## src/hdl/conv_pipe_consts.svh

```systemverilog
`ifndef CONV_PIPE_CONSTS_SVH
`define CONV_PIPE_CONSTS_SVH

//////////////////////////////
// Array sizes
//////////////////////////////

`define UNITS          3    // Pixel rows per beat.
`define CORES          4    // Output channels per beat.
`define WORD_WIDTH     8
`define KERNEL_H_MAX   3
`define KERNEL_W_MAX   3

//////////////////////////////
// Stream sizes
//////////////////////////////

`define IM_IN_WORDS    8    // UNITS + 2 edge rows, padded.
`define WGT_DMA_WORDS  4

`define BITS_KERNEL_H  $clog2(`KERNEL_H_MAX)
`define BITS_KERNEL_W  $clog2(`KERNEL_W_MAX)
`define WGT_GRP_WORDS  (`CORES * `KERNEL_W_MAX)
`define WGT_GRP_BEATS  (`WGT_GRP_WORDS / `WGT_DMA_WORDS)

`endif

```

## src/hdl/conv_pipe_pkg.sv

```systemverilog
`include "conv_pipe_consts.svh"

package conv_pipe_pkg;

  typedef logic [`WORD_WIDTH-1:0] word_t;

  //////////////////////////////
  // Input streams
  //////////////////////////////

  typedef struct packed {
    word_t [`IM_IN_WORDS-1:0] data;
    logic                     last;
  } pix_in_t;

  typedef struct packed {
    word_t [`WGT_DMA_WORDS-1:0] data;
    logic                       last;
  } wgt_in_t;

  // Word 0 of the pixel header beat.
  typedef struct packed {
    logic [3:0]                rsvd;
    logic                      is_max;
    logic                      is_lrelu;
    logic [`BITS_KERNEL_H-1:0] kernel_h_1;
  } pix_hdr_t;

  // Word 0 of the weight config beat.
  typedef struct packed {
    logic [5:0]                rsvd;
    logic [`BITS_KERNEL_W-1:0] kernel_w_1;
  } wgt_cfg_t;

  //////////////////////////////
  // Internal and output streams
  //////////////////////////////

  typedef struct packed {
    word_t [`UNITS-1:0]        data;
    logic                      is_max;
    logic                      is_lrelu;
    logic [`BITS_KERNEL_H-1:0] kernel_h_1;
    logic                      is_acc_last;
    logic                      last;
  } pix_row_t;

  typedef struct packed {
    word_t [`WGT_GRP_WORDS-1:0] data;
    logic [`BITS_KERNEL_W-1:0]  kernel_w_1;
    logic                       last;
  } wgt_grp_t;

  typedef struct packed {
    logic                      is_max;
    logic                      is_lrelu;
    logic                      is_1x1;
    logic                      is_acc_last;
    logic [`BITS_KERNEL_H-1:0] kernel_h_1;
    logic [`BITS_KERNEL_W-1:0] kernel_w_1;
  } conv_user_t;

  typedef struct packed {
    word_t [`UNITS-1:0]         pixels;
    word_t [`WGT_GRP_WORDS-1:0] weights;
    conv_user_t                 user;
    logic                       last;
  } conv_beat_t;

endpackage

```

## src/hdl/axis_input_pipe.sv

```systemverilog
`timescale 1ns/1ns

module axis_input_pipe (
  input  logic                      aclk,
  input  logic                      arst_n,
  input  conv_pipe_pkg::pix_in_t    s_pix,
  input  logic                      s_pix_valid,
  output logic                      s_pix_ready,
  input  conv_pipe_pkg::wgt_in_t    s_wgt,
  input  logic                      s_wgt_valid,
  output logic                      s_wgt_ready,
  output conv_pipe_pkg::conv_beat_t m_beat,
  output logic                      m_valid,
  input  logic                      m_ready
);

  conv_pipe_pkg::pix_in_t  pix_q;
  logic                    pix_q_valid;
  logic                    pix_q_ready;
  conv_pipe_pkg::wgt_in_t  wgt_q;
  logic                    wgt_q_valid;
  logic                    wgt_q_ready;
  conv_pipe_pkg::pix_row_t row;
  logic                    row_valid;
  logic                    row_ready;
  conv_pipe_pkg::wgt_grp_t grp;
  logic                    grp_valid;
  logic                    grp_ready;

  //////////////////////////////
  // Pixel path
  //////////////////////////////

  axis_reg_slice #(
    .payload_t (conv_pipe_pkg::pix_in_t)
  ) u_pix_slice (
    .aclk    (aclk),
    .arst_n  (arst_n),
    .s_data  (s_pix),
    .s_valid (s_pix_valid),
    .s_ready (s_pix_ready),
    .m_data  (pix_q),
    .m_valid (pix_q_valid),
    .m_ready (pix_q_ready)
  );

  pixel_shifter u_shifter (
    .aclk    (aclk),
    .arst_n  (arst_n),
    .s_pix   (pix_q),
    .s_valid (pix_q_valid),
    .s_ready (pix_q_ready),
    .m_row   (row),
    .m_valid (row_valid),
    .m_ready (row_ready)
  );

  //////////////////////////////
  // Weight path
  //////////////////////////////

  axis_reg_slice #(
    .payload_t (conv_pipe_pkg::wgt_in_t)
  ) u_wgt_slice (
    .aclk    (aclk),
    .arst_n  (arst_n),
    .s_data  (s_wgt),
    .s_valid (s_wgt_valid),
    .s_ready (s_wgt_ready),
    .m_data  (wgt_q),
    .m_valid (wgt_q_valid),
    .m_ready (wgt_q_ready)
  );

  weight_packer u_packer (
    .aclk    (aclk),
    .arst_n  (arst_n),
    .s_wgt   (wgt_q),
    .s_valid (wgt_q_valid),
    .s_ready (wgt_q_ready),
    .m_grp   (grp),
    .m_valid (grp_valid),
    .m_ready (grp_ready)
  );

  beat_joiner u_joiner (
    .row       (row),
    .row_valid (row_valid),
    .row_ready (row_ready),
    .grp       (grp),
    .grp_valid (grp_valid),
    .grp_ready (grp_ready),
    .m_beat    (m_beat),
    .m_valid   (m_valid),
    .m_ready   (m_ready)
  );

endmodule

```

## src/hdl/axis_reg_slice.sv

```systemverilog
`timescale 1ns/1ns

module axis_reg_slice #(
  parameter type payload_t = logic
) (
  input  logic     aclk,
  input  logic     arst_n,
  input  payload_t s_data,
  input  logic     s_valid,
  output logic     s_ready,
  output payload_t m_data,
  output logic     m_valid,
  input  logic     m_ready
);

  payload_t skid_data;
  logic     skid_valid;
  logic     out_free;

  // Ready comes straight from a flop.
  assign s_ready  = !skid_valid;
  assign out_free = m_ready || !m_valid;

  //////////////////////////////
  // Control
  //////////////////////////////

  always_ff @(posedge aclk or negedge arst_n) begin
    if (!arst_n) begin
      m_valid    <= 1'b0;
      skid_valid <= 1'b0;
    end else begin
      if (out_free) begin
        if (skid_valid) begin
          m_valid    <= 1'b1;     // Drain skid first.
          skid_valid <= 1'b0;
        end else begin
          m_valid <= s_valid;
        end
      end else if (s_valid && !skid_valid) begin
        skid_valid <= 1'b1;       // Output stalled, park the beat.
      end
    end
  end

  //////////////////////////////
  // Data
  //////////////////////////////

  always_ff @(posedge aclk) begin
    if (out_free) begin
      m_data <= skid_valid ? skid_data : s_data;
    end
    if (!skid_valid) begin
      skid_data <= s_data;
    end
  end

endmodule

```

## src/hdl/beat_joiner.sv

```systemverilog
`timescale 1ns/1ns

module beat_joiner (
  input  conv_pipe_pkg::pix_row_t   row,
  input  logic                      row_valid,
  output logic                      row_ready,
  input  conv_pipe_pkg::wgt_grp_t   grp,
  input  logic                      grp_valid,
  output logic                      grp_ready,
  output conv_pipe_pkg::conv_beat_t m_beat,
  output logic                      m_valid,
  input  logic                      m_ready
);

  conv_pipe_pkg::conv_user_t user;
  logic                      both_valid;

  //////////////////////////////
  // Handshake
  //////////////////////////////

  assign both_valid = row_valid && grp_valid;
  assign m_valid    = both_valid;
  assign row_ready  = both_valid && m_ready;    // Both sides move together.
  assign grp_ready  = both_valid && m_ready;

  //////////////////////////////
  // User field
  //////////////////////////////

  always_comb begin
    user.is_max      = row.is_max;
    user.is_lrelu    = row.is_lrelu;
    user.is_1x1      = (row.kernel_h_1 == '0) && (grp.kernel_w_1 == '0);
    user.is_acc_last = row.is_acc_last;
    user.kernel_h_1  = row.kernel_h_1;
    user.kernel_w_1  = grp.kernel_w_1;
  end

  always_comb begin
    m_beat.pixels  = row.data;
    m_beat.weights = grp.data;
    m_beat.user    = user;
    m_beat.last    = row.last;      // Packet end follows pixels.
  end

endmodule

```

## src/hdl/pixel_shifter.sv

```systemverilog
`timescale 1ns/1ns
`include "conv_pipe_consts.svh"

module pixel_shifter (
  input  logic                    aclk,
  input  logic                    arst_n,
  input  conv_pipe_pkg::pix_in_t  s_pix,
  input  logic                    s_valid,
  output logic                    s_ready,
  output conv_pipe_pkg::pix_row_t m_row,
  output logic                    m_valid,
  input  logic                    m_ready
);

  conv_pipe_pkg::pix_hdr_t                 hdr_in;
  conv_pipe_pkg::word_t [`IM_IN_WORDS-1:0] beat_data;
  logic                                    beat_last;
  logic                                    in_data;     // Header already taken.
  logic                                    is_max;
  logic                                    is_lrelu;
  logic [`BITS_KERNEL_H-1:0]               kernel_h_1;
  logic [`BITS_KERNEL_H-1:0]               row;
  logic [`BITS_KERNEL_H-1:0]               offset;
  logic                                    final_row;
  logic                                    row_done;
  logic                                    s_fire;

  assign hdr_in    = s_pix.data[0];
  assign final_row = (row == kernel_h_1);
  assign row_done  = m_valid && m_ready && final_row;
  assign s_ready   = !m_valid || row_done;     // Next beat joins the last row.
  assign s_fire    = s_valid && s_ready;

  // 1x1 kernels take the center row.
  assign offset = (kernel_h_1 == '0) ? row + 1'b1 : row;

  //////////////////////////////
  // Header and row control
  //////////////////////////////

  always_ff @(posedge aclk or negedge arst_n) begin
    if (!arst_n) begin
      in_data    <= 1'b0;
      m_valid    <= 1'b0;
      row        <= '0;
      is_max     <= 1'b0;
      is_lrelu   <= 1'b0;
      kernel_h_1 <= '0;
    end else begin
      if (s_fire && !in_data) begin
        is_max     <= hdr_in.is_max;
        is_lrelu   <= hdr_in.is_lrelu;
        kernel_h_1 <= hdr_in.kernel_h_1;
        in_data    <= 1'b1;
      end
      if (s_fire && in_data) begin
        m_valid <= 1'b1;
        row     <= '0;
        if (s_pix.last) begin
          in_data <= 1'b0;        // Back to header.
        end
      end else if (row_done) begin
        m_valid <= 1'b0;
        row     <= '0;
      end else if (m_valid && m_ready) begin
        row <= row + 1'b1;
      end
    end
  end

  always_ff @(posedge aclk) begin
    if (s_fire && in_data) begin
      beat_data <= s_pix.data;
      beat_last <= s_pix.last;
    end
  end

  //////////////////////////////
  // Row window
  //////////////////////////////

  always_comb begin
    for (int i = 0; i < `UNITS; i++) begin
      m_row.data[i] = beat_data[int'(offset) + i];
    end
    m_row.is_max      = is_max;
    m_row.is_lrelu    = is_lrelu;
    m_row.kernel_h_1  = kernel_h_1;
    m_row.is_acc_last = final_row;
    m_row.last        = beat_last && final_row;
  end

endmodule

```

## src/hdl/weight_packer.sv

```systemverilog
`timescale 1ns/1ns
`include "conv_pipe_consts.svh"

module weight_packer (
  input  logic                    aclk,
  input  logic                    arst_n,
  input  conv_pipe_pkg::wgt_in_t  s_wgt,
  input  logic                    s_valid,
  output logic                    s_ready,
  output conv_pipe_pkg::wgt_grp_t m_grp,
  output logic                    m_valid,
  input  logic                    m_ready
);

  localparam logic [1:0] LAST_BEAT = 2'(`WGT_GRP_BEATS - 1);

  conv_pipe_pkg::wgt_cfg_t                   cfg_in;
  conv_pipe_pkg::word_t [`WGT_GRP_WORDS-1:0] grp_data;
  logic                                      grp_last;
  logic                                      in_data;   // Config already taken.
  logic [`BITS_KERNEL_W-1:0]                 kernel_w_1;
  logic [1:0]                                cnt;
  logic                                      grp_end;
  logic                                      s_fire;
  logic                                      d_fire;

  assign cfg_in  = s_wgt.data[0];
  assign grp_end = (cnt == LAST_BEAT);
  assign s_ready = !m_valid || m_ready;   // Group register free or leaving.
  assign s_fire  = s_valid && s_ready;
  assign d_fire  = s_fire && in_data;

  //////////////////////////////
  // Control
  //////////////////////////////

  always_ff @(posedge aclk or negedge arst_n) begin
    if (!arst_n) begin
      in_data    <= 1'b0;
      kernel_w_1 <= '0;
      cnt        <= '0;
      m_valid    <= 1'b0;
    end else begin
      if (s_fire && !in_data) begin
        kernel_w_1 <= cfg_in.kernel_w_1;
        in_data    <= 1'b1;
      end
      if (d_fire) begin
        cnt <= grp_end ? '0 : cnt + 1'b1;
        if (grp_end && s_wgt.last) begin
          in_data <= 1'b0;        // Wait for next config.
        end
      end
      if (d_fire && grp_end) begin
        m_valid <= 1'b1;
      end else if (m_ready) begin
        m_valid <= 1'b0;
      end
    end
  end

  //////////////////////////////
  // Packing
  //////////////////////////////

  always_ff @(posedge aclk) begin
    if (d_fire) begin
      for (int j = 0; j < `WGT_DMA_WORDS; j++) begin
        grp_data[`WGT_DMA_WORDS * int'(cnt) + j] <= s_wgt.data[j];
      end
      if (grp_end) begin
        grp_last <= s_wgt.last;
      end
    end
  end

  assign m_grp.data       = grp_data;
  assign m_grp.kernel_w_1 = kernel_w_1;
  assign m_grp.last       = grp_last;

endmodule

```

## config.mk

```make
export PLATFORM = sky130hd
export DESIGN_NAME = axis_input_pipe
export DESIGN_NICKNAME = d
export VERILOG_FILES = /design/src/hdl/conv_pipe_pkg.sv /design/src/hdl/axis_input_pipe.sv /design/src/hdl/axis_reg_slice.sv /design/src/hdl/beat_joiner.sv /design/src/hdl/pixel_shifter.sv /design/src/hdl/weight_packer.sv
export VERILOG_INCLUDE_DIRS = /design/src /design/src/hdl
export SDC_FILE = /design/constraint.sdc
export NUM_CORES = 1
export LEC_CHECK = 0
export BUFFER_PORTS_ARGS = -buffer_cell sky130_fd_sc_hd__buf_2
export CAP_MARGIN = 25
export CORE_MARGIN = 2
export CORE_UTILIZATION = 55
export CTS_CLUSTER_SIZE = 10
export DETAILED_ROUTE_END_ITERATION = 7
export PLACE_DENSITY = 0.79
export SYNTH_ARGS = -nofsm -noshare
export SYNTH_HDL_FRONTEND = slang
export SYNTH_SLANG_ARGS = --single-unit
export TNS_END_PERCENT = 1
```

## constraint.sdc

```tcl
create_clock -name aclk -period 6.1 [get_ports aclk]
set_clock_uncertainty 0.1 [all_clocks]
set_input_delay 1.525 -clock aclk [delete_from_list [all_inputs] [get_ports aclk]]
set_output_delay 1.525 -clock aclk [all_outputs]
set_load 0.01 [all_outputs]
```

# After elaboration in Yosys (flattened, before gate mapping)

Index checks and enable logic that the tools add are counted.

Bits in registers: 375
Bits of input ports: 103
Output and inout port bits: 132
Word-level logic and storage cells: 165

$add $sub $neg: 7
Magnitude comparators: 11
Equality and inequality tests: 2
Mux-type cells: 43
Reduce and logical (&&, ||, !) cells: 39

Operators by type and width:

| operator              | count |
|---|---|
| $bwmux W96            | 4 |
| $demux W8 S4          | 3 |
| $ge A32 B1 Y1 const B | 3 |
| $lt A32 B6 Y1 const B | 3 |
| $mux W8               | 9 |
| $mux W65              | 1 |
| $lt A32 B5 Y1 const B | 2 |
| $bmux W8 S3           | 2 |
| $mux W33              | 1 |
| $logic_and A1 B1 Y1   | 20 |
| $bmux W8 S2           | 1 |
| $demux W8 S2          | 1 |
| $mux W1               | 16 |
| $add A4 B2 Y5 const B | 2 |
| $mux W2               | 5 |
| $logic_not A1 Y1      | 8 |
| $reduce_bool A2 Y1    | 4 |
| $add A4 B1 Y5 const B | 1 |
| $lt A4 B5 Y1 const B  | 1 |
| $add A2 B1 Y2 const B | 2 |
| $ge A4 B1 Y1 const B  | 1 |
| $logic_not A2 Y1      | 2 |
| $logic_or A1 B1 Y1    | 4 |
| $lt A2 B4 Y1 const B  | 1 |
| 5 further kinds       | 5 |

# Longest topological paths before layout

Gate-level depths: netlist of the first run.

Depth after elaboration: 10
Depth in mapped cells: 11
Depth with buffers taken out: 8

# Hierarchy

From an unflattened synthesis of the first run, not the netlist that was laid out.

Cells, all modules: 814
Area total of the unflattened synthesis: 14297.5 µm²

Modules (own cells, without submodules):

| module                       | instances | cells an instance | area an instance (µm²) | sequential area each (µm²) |
|---|---|---|---|---|
| axis_reg_slice (u_pix_slice) | 1         | 209               | 4217.8                 | 3303.2 |
| pixel_shifter                | 1         | 217               | 3428.3                 | 2152.1 |
| weight_packer                | 1         | 146               | 3387.0                 | 3062.9 |
| axis_reg_slice (u_wgt_slice) | 1         | 110               | 2270.9                 | 1701.6 |
| beat_joiner                  | 1         | 132               | 993.5                  | 0.0 |

# Worst setup path after synthesis of the first run

No wires, ideal clock.

Path kind: input to register
From: input m_ready
To: register u_shifter.beat_data[0] (netlist bit), enable pin
Setup time: 0.491 ns
Arrival time: 4.796 ns
Data required time: 5.509 ns
Setup slack: 0.713 ns
Cell stages on the path: 3
Buffers on the path: 0
Cell sequence: nand3_1 > o31a_1 > nor2_1

Word-level cells in the longest chain between the ends: 6

RTL lines:

| element                          | RTL line              | RTL |
|---|---|---|
| start, declared                  | axis_input_pipe.sv:14 | `input logic m_ready` |
| $logic_and A1 B1 Y1              | beat_joiner.sv:24     | `assign row_ready = both_valid && m_ready;` |
| $logic_and A1 B1 Y1 (2 in a row) | pixel_shifter.sv:30   | `assign row_done = m_valid && m_ready && final_row;` |
| $logic_or A1 B1 Y1               | pixel_shifter.sv:31   | `assign s_ready = !m_valid \|\| row_done;` |
| $logic_and A1 B1 Y1              | pixel_shifter.sv:32   | `assign s_fire = s_valid && s_ready;` |
| $logic_and A1 B1 Y1              | pixel_shifter.sv:72   | `if (s_fire && in_data) begin` |
| end signal, assigned             | pixel_shifter.sv:73   | `beat_data <= s_pix.data;` |
| end, declared                    | pixel_shifter.sv:16   | `` conv_pipe_pkg::word_t [`IM_IN_WORDS-1:0] beat_data; `` |

No other way between the ends.
A chain may end at the register's enable or synchronous reset.

==> results.toml, run 1 <==
[clocking]
cts_tree = "done"
cts.htree.levels = 2
clockRootBuffer = "sky130_fd_sc_hd__clkbuf_16"
cts_setup_buffers = 0
postCtsResizedCells = 0
clk_path_buf_depth = 3
number_of_clock_sinks_seen_by_cts = 375
clock_latency_ns = 0.52
clk_transition_reported_paths_ns = 0.06
cts_hold_repair.buffers = 0
cts_made_buffers = 43

[timing]
setup_slack_ns = 0.473
fin_setup_tns_ns = 0
hold_viol_final = 0
final_setup_vio_count = 0
finalMaxSlewViolations = 0
worst_slew_margin_rel_pct = 34.5
post-route-min-period_ns = 5.63
rsz0062_at_grt = "no"
clock.fmax_mhz = 178
worstMarginPinSlew_ns = 0.980
fin_crit_sh_pct = 92.3

[place]
placed_cell_area_um2 = 14400
dp_worst_setup_slack_ns = 1.10
gpl.final_weighted_congestion = 0.884
place.port_buffers = 234
detailedPlacementHpwl_um = 17500

[yosys]
synthesized_area_divided_by_synthesized_cell_count_um2 = 18.8
gate_count_of_the_mapped_netlist = 688
yosysSeqAreaShare_pct = 78.9
synthDistinctLibCells = 37
synth-seq-cells = 375
postSynthNetCount = 792
netlist_area_um2 = 12900
synth.yosys.warnings = 0

[floorplanning]
fp.dieW_um = 157
start_util_pct = 55.5
num_io_pins = 235
fp-row-count = 56
core_area_um2 = 23300
die_area_um2 = 24700
die-height_um = 157

[pwr]
intPower_mw = 5.93
vdd.ir_drop.worst_mv = 0.362
power.switching_fraction_pct = 29.8
power.clock.fraction_pct = 26.8
p_switching_mw = 2.52
power_dens_cells_nw_per_um2 = 540
power_frac_comb_pct = 28.2
static-leakage-power_nw = 5.99
power_frac_seq_pct = 45.0

[setup_path]
worstSetupEndpointType = "primary output"
timing.reg2reg.setup_slack_ns = 3.24
r2r.worst_path.cells = 4
critPathLaunch = "u_shifter.kernel_h_1[1]"
arrival_ns = 4.00
start_kind = "register"
r2r_start = "u_shifter.m_valid"
cp_data_required_time_ns = 4.47
endpoint = "m_beat[116]"
rr_endpoint = "u_shifter.beat_data[23]"
crit_path_max_fanout = 33
critPathKind = "register to primary output"

[finish]
final_layout_size_suffix_gt1_share_pct = 43.3
layout.nets = 1048
finalInstanceArea_um2 = 15700
synthToLayoutAreaGrowth_pct = 21.3

[detailed_routing]
wl_um = 25900
remaining_drc_errors = 0
ant_nets_after_route = 0
dr_vias = 6866
drtIter0Drc = 488
wire_per_inst_um = 20.0
vias_per_cell = 5.29
drt-pass1-iter-count = 5

[global_routing]
total_routing_usage_gr_pct = 20.5
grt_pass1_wl_um = 37800
grt_max_degree = 67
globalRoute.totalOverflow = 0
antenna_found_initial = 3
grt_pass1_vias = 6830

[run_status]
outcome = "finished, final reports clean"

[flow_run]
max_cap_violations = 0

[min_path]
hp-class = "register to register"
## cells in the mapped netlist
library cell / number / share of area [%]
sky130_fd_sc_hd__a21oi_1: 5 / 0.19
sky130_fd_sc_hd__nor2b_1: 3 / 0.15
sky130_fd_sc_hd__buf_6: 3 / 0.26
sky130_fd_sc_hd__inv_1: 3 / 0.087
sky130_fd_sc_hd__clkinv_2: 1 / 0.039
sky130_fd_sc_hd__xor2_1: 3 / 0.20
sky130_fd_sc_hd__nand2_1: 9 / 0.26
sky130_fd_sc_hd__dfrtp_1: 18 / 3.5
sky130_fd_sc_hd__and2_4: 1 / 0.068
sky130_fd_sc_hd__edfxtp_1: 259 / 60
sky130_fd_sc_hd__o21ai_1: 1 / 0.039
sky130_fd_sc_hd__nor4_1: 9 / 0.44
sky130_fd_sc_hd__buf_1: 7 / 0.20
sky130_fd_sc_hd__nand2b_1: 3 / 0.15
sky130_fd_sc_hd__xnor2_1: 2 / 0.14
sky130_fd_sc_hd__or2_2: 1 / 0.048
sky130_fd_sc_hd__o31a_1: 1 / 0.068
sky130_fd_sc_hd__mux4_2: 16 / 2.8
sky130_fd_sc_hd__buf_4: 5 / 0.29
sky130_fd_sc_hd__a21bo_2: 1 / 0.078
sky130_fd_sc_hd__a21o_1: 2 / 0.12
sky130_fd_sc_hd__o21ai_0: 2 / 0.078
sky130_fd_sc_hd__o31ai_1: 1 / 0.058
sky130_fd_sc_hd__clkbuf_1: 13 / 0.38
sky130_fd_sc_hd__or3_4: 1 / 0.087
sky130_fd_sc_hd__mux2_2: 105 / 9.2
sky130_fd_sc_hd__nor2_1: 11 / 0.32
sky130_fd_sc_hd__and3_1: 34 / 1.6
sky130_fd_sc_hd__dfxtp_1: 98 / 15
sky130_fd_sc_hd__nand3b_1: 1 / 0.058
sky130_fd_sc_hd__a211oi_1: 33 / 1.9
sky130_fd_sc_hd__and2_1: 25 / 1.2
sky130_fd_sc_hd__nand3_1: 4 / 0.16
sky130_fd_sc_hd__nor3_1: 1 / 0.039
sky130_fd_sc_hd__buf_2: 4 / 0.16
sky130_fd_sc_hd__or4b_1: 1 / 0.078
sky130_fd_sc_hd__ha_1: 1 / 0.097
## cells by family (layout without fill, tap and decap cells)
group	count (synthesis)	after routing	share of synthesized area, %
DFF	375	375	78.9
other	0	2	0
xor gates and xnor gates	5	5	0.339
AOI/OAI and AO/OA	46	46	2.55
adders and majority gates	1	1	0.0969
muxes	121	121	12.0
buffers and inverters	36	324	1.42
and+or+nand+nor	104	104	4.70
## power by group through the flow
stage          Combinational [mW]  Sequential (mW)  Clock (mW)
6_report                     2.38             3.80        2.26
5_1_grt                      2.58             3.85        2.40
4_1_cts                      2.40             3.80        2.30
3_5_place_dp                 2.38             3.84           0
3_3_place_gp                 2.34             3.81           0
2_1_floorplan                1.57             3.84           0
## stage by stage
step | utilization [%] | hold WS (ns) | total power, mW | std cells
5_1_grt | 67.3 | 0.318 | 8.84 | 1297
4_1_cts | 67.3 | 0.306 | 8.51 | 1295
3_3_place_gp | 61.9 | 0.301 | 6.15 | 1218
2_1_floorplan | - | 0.300 | 5.41 | 688
3_5_place_dp | 61.9 | 0.305 | 6.22 | 1218
6_report | 67.3 | 0.310 | 8.45 | 1297
## critical path, cell delays in order, from the launching register on
cell and delay (ns):
sky130_fd_sc_hd__dfrtp_1 0.48, sky130_fd_sc_hd__o21ai_1 0.18, sky130_fd_sc_hd__buf_4 0.28, sky130_fd_sc_hd__and2_4 0.42, sky130_fd_sc_hd__clkinv_2 0.43, sky130_fd_sc_hd__ha_1 0.48
sky130_fd_sc_hd__nand2b_1 0.34, sky130_fd_sc_hd__a211oi_1 0.10, sky130_fd_sc_hd__nor4_1 0.53, sky130_fd_sc_hd__buf_2 0.24
## worst min path at each step
stage	depth (start not counted)	to	startpoint	slack [ns]
floorplan	0	u_shifter.beat_data[10]	u_pix_slice.m_data[11]	0.30
global placement	0	u_shifter.beat_data[63]	u_pix_slice.m_data[64]	0.30
detailed placement	0	u_shifter.beat_data[10]	u_pix_slice.m_data[11]	0.30
CTS	0	u_shifter.beat_data[11]	u_pix_slice.m_data[12]	0.31
global route	0	u_shifter.beat_data[41]	u_pix_slice.m_data[42]	0.32
finish	0	u_shifter.beat_data[11]	u_pix_slice.m_data[12]	0.31
## state kept, by name (all words and copies together) (netlist names), 2 cells and up
register,count
u_packer.cnt,2
u_packer.kernel_w_1,2
u_packer.m_grp,96
u_pix_slice.m_data,65
u_pix_slice.skid_data,65
u_shifter.beat_data,64
u_shifter.kernel_h_1,2
u_shifter.row,2
u_wgt_slice.m_data,33
u_wgt_slice.skid_data,33
## layout by cell type (no fill, tap or decap), types with 2 or more instances in the layout
cell type,count
sky130_fd_sc_hd__clkbuf_16,44
sky130_fd_sc_hd__nor2b_1,2
sky130_fd_sc_hd__dfrtp_1,17
sky130_fd_sc_hd__mux2_2,105
sky130_fd_sc_hd__clkbuf_1,30
sky130_fd_sc_hd__and2_1,25
sky130_fd_sc_hd__buf_4,9
sky130_fd_sc_hd__nor4_1,9
sky130_fd_sc_hd__and3_1,34
sky130_fd_sc_hd__xnor2_1,2
sky130_fd_sc_hd__buf_2,234
sky130_fd_sc_hd__a211oi_1,33
sky130_fd_sc_hd__diode_2,2
sky130_fd_sc_hd__nor2_1,9
sky130_fd_sc_hd__mux4_2,16
sky130_fd_sc_hd__xor2_1,3
sky130_fd_sc_hd__nand2b_1,3
sky130_fd_sc_hd__dfxtp_1,98
sky130_fd_sc_hd__inv_1,3
sky130_fd_sc_hd__o21ai_0,2
sky130_fd_sc_hd__a21oi_1,5
sky130_fd_sc_hd__nand2_1,8
sky130_fd_sc_hd__clkinv_2,2
sky130_fd_sc_hd__nand3_1,3
sky130_fd_sc_hd__a21o_1,2
sky130_fd_sc_hd__edfxtp_1,259
## metal layers
metal | vias to the layer above | global-route usage [%] | share of wire (%)
met1 | 3371 | 26.1 | 41
met4 | 2 | 8.18 | 3.3
met5 | - | 0 | 0.050
met3 | 64 | 5.26 | 6.7
met2 | 282 | 34.0 | 49
li1 | 3147 | - | -
## area by class of cell
class	count	area, µm²
flip-flops and latches	375	10200
fillers	1590	7610
multi-input cells	277	2560
repair buffers	243	1240
clock buffers	74	1210
well taps	319	399
clock inverters	3	30.0
inverters	4	16.3
diodes	2	5.00
(Power assumes the default switching activity.)
==> run 2, diff against run 1 <==
==> constraint.sdc (replaced) <==
create_clock -name aclk -period 6.1 [get_ports aclk]
set_clock_uncertainty 0.1 [all_clocks]
set_input_delay 0.915 -clock aclk [delete_from_list [all_inputs] [get_ports aclk]]
set_output_delay 0.915 -clock aclk [all_outputs]
set_load 0.01 [all_outputs]
==> run 2 against run 1 <==
  * Critical path depth stayed put
  * Power about the same
  * Cell area is 0.33% higher
  * Flip-flop and latch count unchanged
  * First-iteration DRC count decreased by 17%
  * Non-clock buffer count grew 1
  * Combinational power hardly changed
  * Via count is 0.29% lower
  * Global-route usage up 0.32 points
  * Sequential power about the same
  * Hold slack worse by 0.088 ns
  * Clock power is essentially flat
  * Highest routed layer is now met4
==> results.toml, run 2 (synthesis results as in run 1) <==
[run_status]
outcome = "finished, final reports clean"

[detailed_routing]
dr_vias = 6846
wire_per_inst_um = 19.9
vias_per_cell = 5.26
ant_nets_after_route = 0
wl_um = 25800
drtIter0Drc = 404
drt-pass1-iter-count = 5
remaining_drc_errors = 0

[timing]
fin_crit_sh_pct = 81.4
finalMaxSlewViolations = 0
fin_setup_tns_ns = 0
final_setup_vio_count = 0
hold_viol_final = 0
worst_slew_margin_rel_pct = 40.8
post-route-min-period_ns = 4.96
rsz0062_at_grt = "no"
worstMarginPinSlew_ns = 0.888
clock.fmax_mhz = 201

[floorplanning]
fp-row-count = 56
fp.dieW_um = 157
die_area_um2 = 24700
core_area_um2 = 23300
die-height_um = 157
start_util_pct = 55.5
num_io_pins = 235

[pwr]
power.switching_fraction_pct = 29.6
power_frac_comb_pct = 28.0
static-leakage-power_nw = 6.01
intPower_mw = 5.95
power_frac_seq_pct = 45.0
power.clock.fraction_pct = 27.1
vdd.ir_drop.worst_mv = 0.366
totalPowerFinal_mw = 8.44
power_dens_cells_nw_per_um2 = 538
p_switching_mw = 2.50

[place]
gpl.final_weighted_congestion = 0.841
place.port_buffers = 234
dp_cells = 1218
detailedPlacementHpwl_um = 17400
placed_cell_area_um2 = 14400

[global_routing]
globalRoute.totalOverflow = 0
total_routing_usage_gr_pct = 20.8
antenna_found_initial = 4
grt_max_degree = 68
grt_pass1_vias = 6696
grt_pass1_wl_um = 38000

[setup_path]
crit_path_max_fanout = 33
cp_data_required_time_ns = 5.08
critPathKind = "register to primary output"
arrival_ns = 3.95
worstSetupEndpointType = "primary output"
start_kind = "register"

[finish]
multi_input_gate_area_um2 = 2560
register_area_um2 = 10200
final.fill_count = 1562
largest_register_ff_count = 96
layout.nets = 1049
final_layout_size_suffix_gt1_share_pct = 43.4
most_frequent_standard_cell_in_the_layout_excluding_fill_and_tap_cells = "sky130_fd_sc_hd__edfxtp_1"
final_cell_mix = "sky130_fd_sc_hd__edfxtp_1 (259), sky130_fd_sc_hd__buf_2 (234), sky130_fd_sc_hd__mux2_2 (105), sky130_fd_sc_hd__dfxtp_1 (98), sky130_fd_sc_hd__clkbuf_16 (44)"
final_cell_count_without_fillers = 1301
synthToLayoutAreaGrowth_pct = 21.7
finalInstanceArea_um2 = 15700

[clocking]
clock_latency_ns = 0.53
cts_made_buffers = 43
cts.htree.levels = 2
cts_setup_buffers = 0
number_of_clock_sinks_seen_by_cts = 375
clk_transition_reported_paths_ns = 0.06
cts_tree = "done"
clk_path_buf_depth = 3
clockRootBuffer = "sky130_fd_sc_hd__clkbuf_16"
postCtsResizedCells = 0
cts_hold_repair.buffers = 0

[flow_run]
max_cap_violations = 0

[min_path]
hp-class = "input port to async pin"
==> run 2: changes by cell type in the layout (fill, tap and decap cells not counted), sizes merged <==
| cell | delta |
|---|---|
| buf | +1 |
| clkbuf | +1 |
| diode | +2 |
==> run 2: per-layer routing <==
layer | GRT usage [%] | share of wire, % | vias to the layer above
met5 | 0 | 0 | -
met4 | 8.35 | 3.1 | 0
li1 | - | - | 3164
met3 | 4.41 | 7.4 | 53
met1 | 27.8 | 40 | 3340
met2 | 33.8 | 49 | 289
==> run 2: cell type report <==
type,count,share of cell area (%)
Clock buffer,75,7.75
Tap cell,319,2.54
Sequential cell,375,64.9
Multi-Input combinational cell,277,16.3
Clock inverter,3,0.335
Antenna cell,4,0.0637
Inverter,4,0.104
Timing Repair Buffer,244,8.01
==> run 2: critical path, stage by stage (launching register included) <==
cell	delay [ns]
sky130_fd_sc_hd__dfrtp_1	0.47
sky130_fd_sc_hd__o21ai_1	0.17
sky130_fd_sc_hd__buf_4	0.28
sky130_fd_sc_hd__and2_4	0.41
sky130_fd_sc_hd__clkinv_2	0.42
sky130_fd_sc_hd__ha_1	0.48
sky130_fd_sc_hd__nand2b_1	0.35
sky130_fd_sc_hd__a211oi_1	0.09
sky130_fd_sc_hd__nor4_1	0.48
sky130_fd_sc_hd__buf_2	0.23
==> run 2: power groups by stage <==
stage                     logic (mW)  registers, mW  clock network (mW)
after global routing            2.58           3.85                2.43
after CTS                       2.39           3.80                2.33
after floorplan                 1.57           3.84                   0
final                           2.36           3.80                2.29
after detailed placement        2.36           3.84                   0
after global placement          2.32           3.81                   0
==> run 2: per-stage QoR <==
stage	util (%)	setup slack, ns	hold slack, ns
floorplan	-	1.32	0.300
global route	67.5	0.874	0.237
CTS	67.4	1.14	0.218
global placement	61.9	1.78	0.302
detailed placement	61.9	1.75	0.305
finish	67.5	1.14	0.222
==> run 2: worst paths after layout <==
check,startpoint,to,slack (ns),cells past startpoint
setup / recovery,u_shifter.kernel_h_1[1],m_beat[116],1.14,9
hold / removal,arst_n,u_shifter.is_lrelu,0.22,1
setup reg to reg,u_shifter.m_valid,u_shifter.beat_data[49],3.29,4
hold reg to reg,u_pix_slice.m_data[48],u_shifter.beat_data[47],0.30,0
max in group asynchronous,arst_n,u_pix_slice.skid_valid,5.35,1
min in group aclk,u_pix_slice.m_data[48],u_shifter.beat_data[47],0.30,0
==> run 3, diff against run 2 <==
--- a/config.mk
+++ b/config.mk
@@ -6,6 +6,7 @@
 export SDC_FILE = /design/constraint.sdc
 export NUM_CORES = 1
 export LEC_CHECK = 0
+export ABC_AREA = 1
 export BUFFER_PORTS_ARGS = -buffer_cell sky130_fd_sc_hd__buf_2
 export CAP_MARGIN = 25
 export CORE_MARGIN = 2
==> constraint.sdc (replaced) <==
create_clock -name aclk -period 4.7 [get_ports aclk]
set_clock_uncertainty 0.1 [all_clocks]
set_input_delay 0.705 -clock aclk [delete_from_list [all_inputs] [get_ports aclk]]
set_output_delay 0.705 -clock aclk [all_outputs]
set_load 0.01 [all_outputs]
==> run 3 against run 2 <==
  * Hold slack improved by 0.054 ns
  * First-iteration DRC count increased by 130%
  * Register-to-register slack got worse by 1.1 ns
  * Worst setup slack got worse by 0.79 ns
  * Combinational power increased by 72%
  * Synthesized area increased by 3.5%
  * Critical path depth increased by 1
  * Sequential share of layout area decreased by 1.9 points
  * Wire length increased by 15%
  * Final cell count increased by 32%
==> results.toml, run 3 <==
[pwr]
power.clock.fraction_pct = 23.6
p_switching_mw = 4.44
power_dens_cells_nw_per_um2 = 772
power_frac_seq_pct = 43.9
totalPowerFinal_mw = 12.5
intPower_mw = 8.05
vdd.ir_drop.worst_mv = 0.420
power_frac_comb_pct = 32.5
static-leakage-power_nw = 7.10
power.switching_fraction_pct = 35.6

[floorplanning]
fp.dieW_um = 160
die_area_um2 = 25500
num_io_pins = 235
core_area_um2 = 24100
fp-row-count = 57
die-height_um = 160
start_util_pct = 55.4

[min_path]
hp-class = "input port to register"

[timing]
hold_worst_slack_ns = 0.276
worstMarginPinSlew_ns = 0.873
rsz0062_at_grt = "no"
fin_crit_sh_pct = 92.6
post-route-min-period_ns = 4.35
worst_slew_margin_rel_pct = 41.7
clock.fmax_mhz = 230
fin_setup_tns_ns = 0
hold_viol_final = 0
final_setup_vio_count = 0
finalMaxSlewViolations = 0

[setup_path]
cp_data_required_time_ns = 3.89
critical_path.most_common_cell = "sky130_fd_sc_hd__nand2_1"
worst_path_max_delay_cell = "sky130_fd_sc_hd__ha_1"
arrival_ns = 3.55
cp_cell_sequence = "nor2_1 > nand2_4 > xor2_4 > ha_1 > inv_1 > nand3_1 > nand2_1 > nand2_1 > nand2_1 > buf_2"
worstSetupEndpointType = "primary output"
cp_slowest_stage_delay_ns = 0.55
timing.reg2reg.setup_slack_ns = 2.17
critPathKind = "register to primary output"
start_kind = "register"
crit_path_max_fanout = 35

[detailed_routing]
met2WireLength_um = 14200
drt-pass1-iter-count = 5
drtIter0Drc = 932
remaining_drc_errors = 0
dr_vias = 8623
ant_nets_after_route = 0
wl_um = 29700
met3_length_um = 2360
highest-signal-layer = "met5"
total_routed_wire_length_on_the_met1_layer_um = 12300
wire_per_inst_um = 17.3
vias_per_cell = 5.01

[clocking]
clk_path_buf_depth = 3
cts.htree.levels = 2
cts_made_buffers = 43
postCtsResizedCells = 0
clock_latency_ns = 0.54
cts_tree = "done"
clk_transition_reported_paths_ns = 0.06
clockRootBuffer = "sky130_fd_sc_hd__clkbuf_16"
number_of_clock_sinks_seen_by_cts = 375

[yosys]
synth.yosys.warnings = 0
postSynth.topFlopCell = "sky130_fd_sc_hd__edfxtp_1"
synth.mux.area_fraction_pct = 0
main_combinational_cell_family_by_area_after_synthesis = "simple AND/OR/NAND/NOR gates"
synth-seq-cells = 375
cell_taking_the_most_area_after_synthesis = "sky130_fd_sc_hd__edfxtp_1"
synthDominantCellAreaShare_pct = 58.2
synth_enable_flop_cells = 259
synth_most_common_cell = "sky130_fd_sc_hd__nand2_1"
synth_commonest_cells = "sky130_fd_sc_hd__nand2_1 (421), sky130_fd_sc_hd__edfxtp_1 (259), sky130_fd_sc_hd__dfxtp_1 (98), sky130_fd_sc_hd__inv_1 (86), sky130_fd_sc_hd__nand3_1 (69)"
netlist_top_cells_area = "sky130_fd_sc_hd__edfxtp_1 (58%), sky130_fd_sc_hd__dfxtp_1 (15%), sky130_fd_sc_hd__nand2_1 (12%), sky130_fd_sc_hd__dfrtp_1 (3.4%), sky130_fd_sc_hd__nand3_1 (2.6%)"
postSynthNetCount = 1216
synthDistinctLibCells = 32
area_fraction_in_compound_gates_after_synthesis_pct = 2.68
gate_count_of_the_mapped_netlist = 1112
post_synth_fa_ha_maj_area_fraction_pct = 0.0937
postSynth.asyncResetShare_pct = 4.80
post_synth_and_or_nand_nor_area_fraction_pct = 16.3
netlist_area_um2 = 13400
yosysSeqAreaShare_pct = 76.3
synth-xor-area-share_pct = 0.394
synthesized_area_divided_by_synthesized_cell_count_um2 = 12.0

[finish]
final_layout_size_suffix_gt1_share_pct = 23.1
layout.nets = 1462
final_cell_mix = "sky130_fd_sc_hd__nand2_1 (420), sky130_fd_sc_hd__edfxtp_1 (259), sky130_fd_sc_hd__buf_2 (234), sky130_fd_sc_hd__dfxtp_1 (98), sky130_fd_sc_hd__inv_1 (85)"
largest_register_ff_count = 96
most_frequent_standard_cell_in_the_layout_excluding_fill_and_tap_cells = "sky130_fd_sc_hd__nand2_1"
synthToLayoutAreaGrowth_pct = 21.2

[flow_run]
max_cap_violations = 0

[place]
place.port_buffers = 234
gpl.final_weighted_congestion = 0.913
detailedPlacementHpwl_um = 19400

[global_routing]
grt_pass1_vias = 8492
total_routing_usage_gr_pct = 22.9
globalRoute.totalOverflow = 0
antenna_found_initial = 8
grt_pass1_wl_um = 45500
grt_max_degree = 79

[run_status]
outcome = "finished, final reports clean"
[run 3: cell types whose count changed after synthesis, moves of 13 or more]
cell / change
sky130_fd_sc_hd__and3_1: -34
sky130_fd_sc_hd__mux4_2: -16
sky130_fd_sc_hd__a211oi_1: -33
sky130_fd_sc_hd__o21ai_0: +15
sky130_fd_sc_hd__nand2_1: +412
sky130_fd_sc_hd__nor2_1: +30
sky130_fd_sc_hd__and2_1: -25
sky130_fd_sc_hd__mux2_2: -105
sky130_fd_sc_hd__o21ai_1: +13
sky130_fd_sc_hd__inv_1: +83
sky130_fd_sc_hd__nand3_1: +65
[run 3: repair_timing]
action	in CTS	in global routing
setup buffers	0	0
hold endpoints to repair	3	0
hold buffers	1	0
[run 3: power groups by stage]
stage | sequential, mW | clock, mW | combinational [mW]
detailed placement | 5.54 | 0 | 3.97
floorplan | 5.58 | 0 | 2.47
finish | 5.49 | 2.94 | 4.06
CTS | 5.50 | 3.00 | 3.99
global route | 5.57 | 3.13 | 4.47
global placement | 5.49 | 0 | 3.87
[run 3: path summary, 6_finish.rpt]
| path | end | start | cells after the start |
|---|---|---|---|
| setup reg to reg | u_pix_slice.m_data[47] | u_shifter.m_valid | 7 |
| hold reg to reg | u_shifter.beat_data[61] | u_pix_slice.m_data[62] | 0 |
| setup / recovery | m_beat[116] | u_shifter.kernel_h_1[1] | 10 |
| max in group asynchronous | u_pix_slice.skid_valid | arst_n | 2 |
| hold / removal | u_pix_slice.m_valid | s_pix_valid | 3 |
| min in group asynchronous | u_shifter.kernel_h_1[1] | arst_n | 2 |
[run 3: logic make-up after synthesis]
kind of cell,Yosys count
adders and majority gates,1
xor gates and xnor gates,3
DFF,375
buffers and inverters,137
and+or+nand+nor,544
AOI/OAI and AO/OA,52
[run 3: layout make-up]
cell class                 count  area [µm²]
clock inverter                 4        53.8
fill                        1800        7920
inverter                      91         342
multi-input combinational    600        2640
clock buffer                  73        1190
timing repair buffer         247        1350
sequential                   375       10200
antenna                        7        17.5
tap                          324         405
[run 3: per-layer routing]
metal | vias to the layer above | track usage, %
li1 | 4172 | -
met1 | 4070 | 30.2
met2 | 316 | 36.7
met3 | 63 | 6.60
met4 | 2 | 8.31
met5 | - | 0
[run 3: worst max-delay path, delay by kind of cell (launching register included)]
| kind | cells | cell delay [ns] |
|---|---|---|
| buffers and inverters | 2 | 0.61 |
| DFF | 1 | 0.42 |
| adders and majority gates | 1 | 0.55 |
| and+or+nand+nor | 6 | 0.88 |
| xor gates and xnor gates | 1 | 0.54 |
[run 3: per-stage QoR]
| stage | instances | setup WS, ns | utilization, % | instance area, µm² |
|---|---|---|---|---|
| 6_report | 1721 | 0.349 | 67.1 | 16200 |
| 3_5_place_dp | 1632 | 0.955 | 61.5 | 14800 |
| 5_1_grt | 1717 | 0.105 | 67.1 | 16200 |
| 2_1_floorplan | 1112 | 0.400 | - | 13400 |
| 4_1_cts | 1710 | 0.385 | 66.7 | 16100 |
| 3_3_place_gp | 1632 | 1.05 | 61.5 | 14800 |
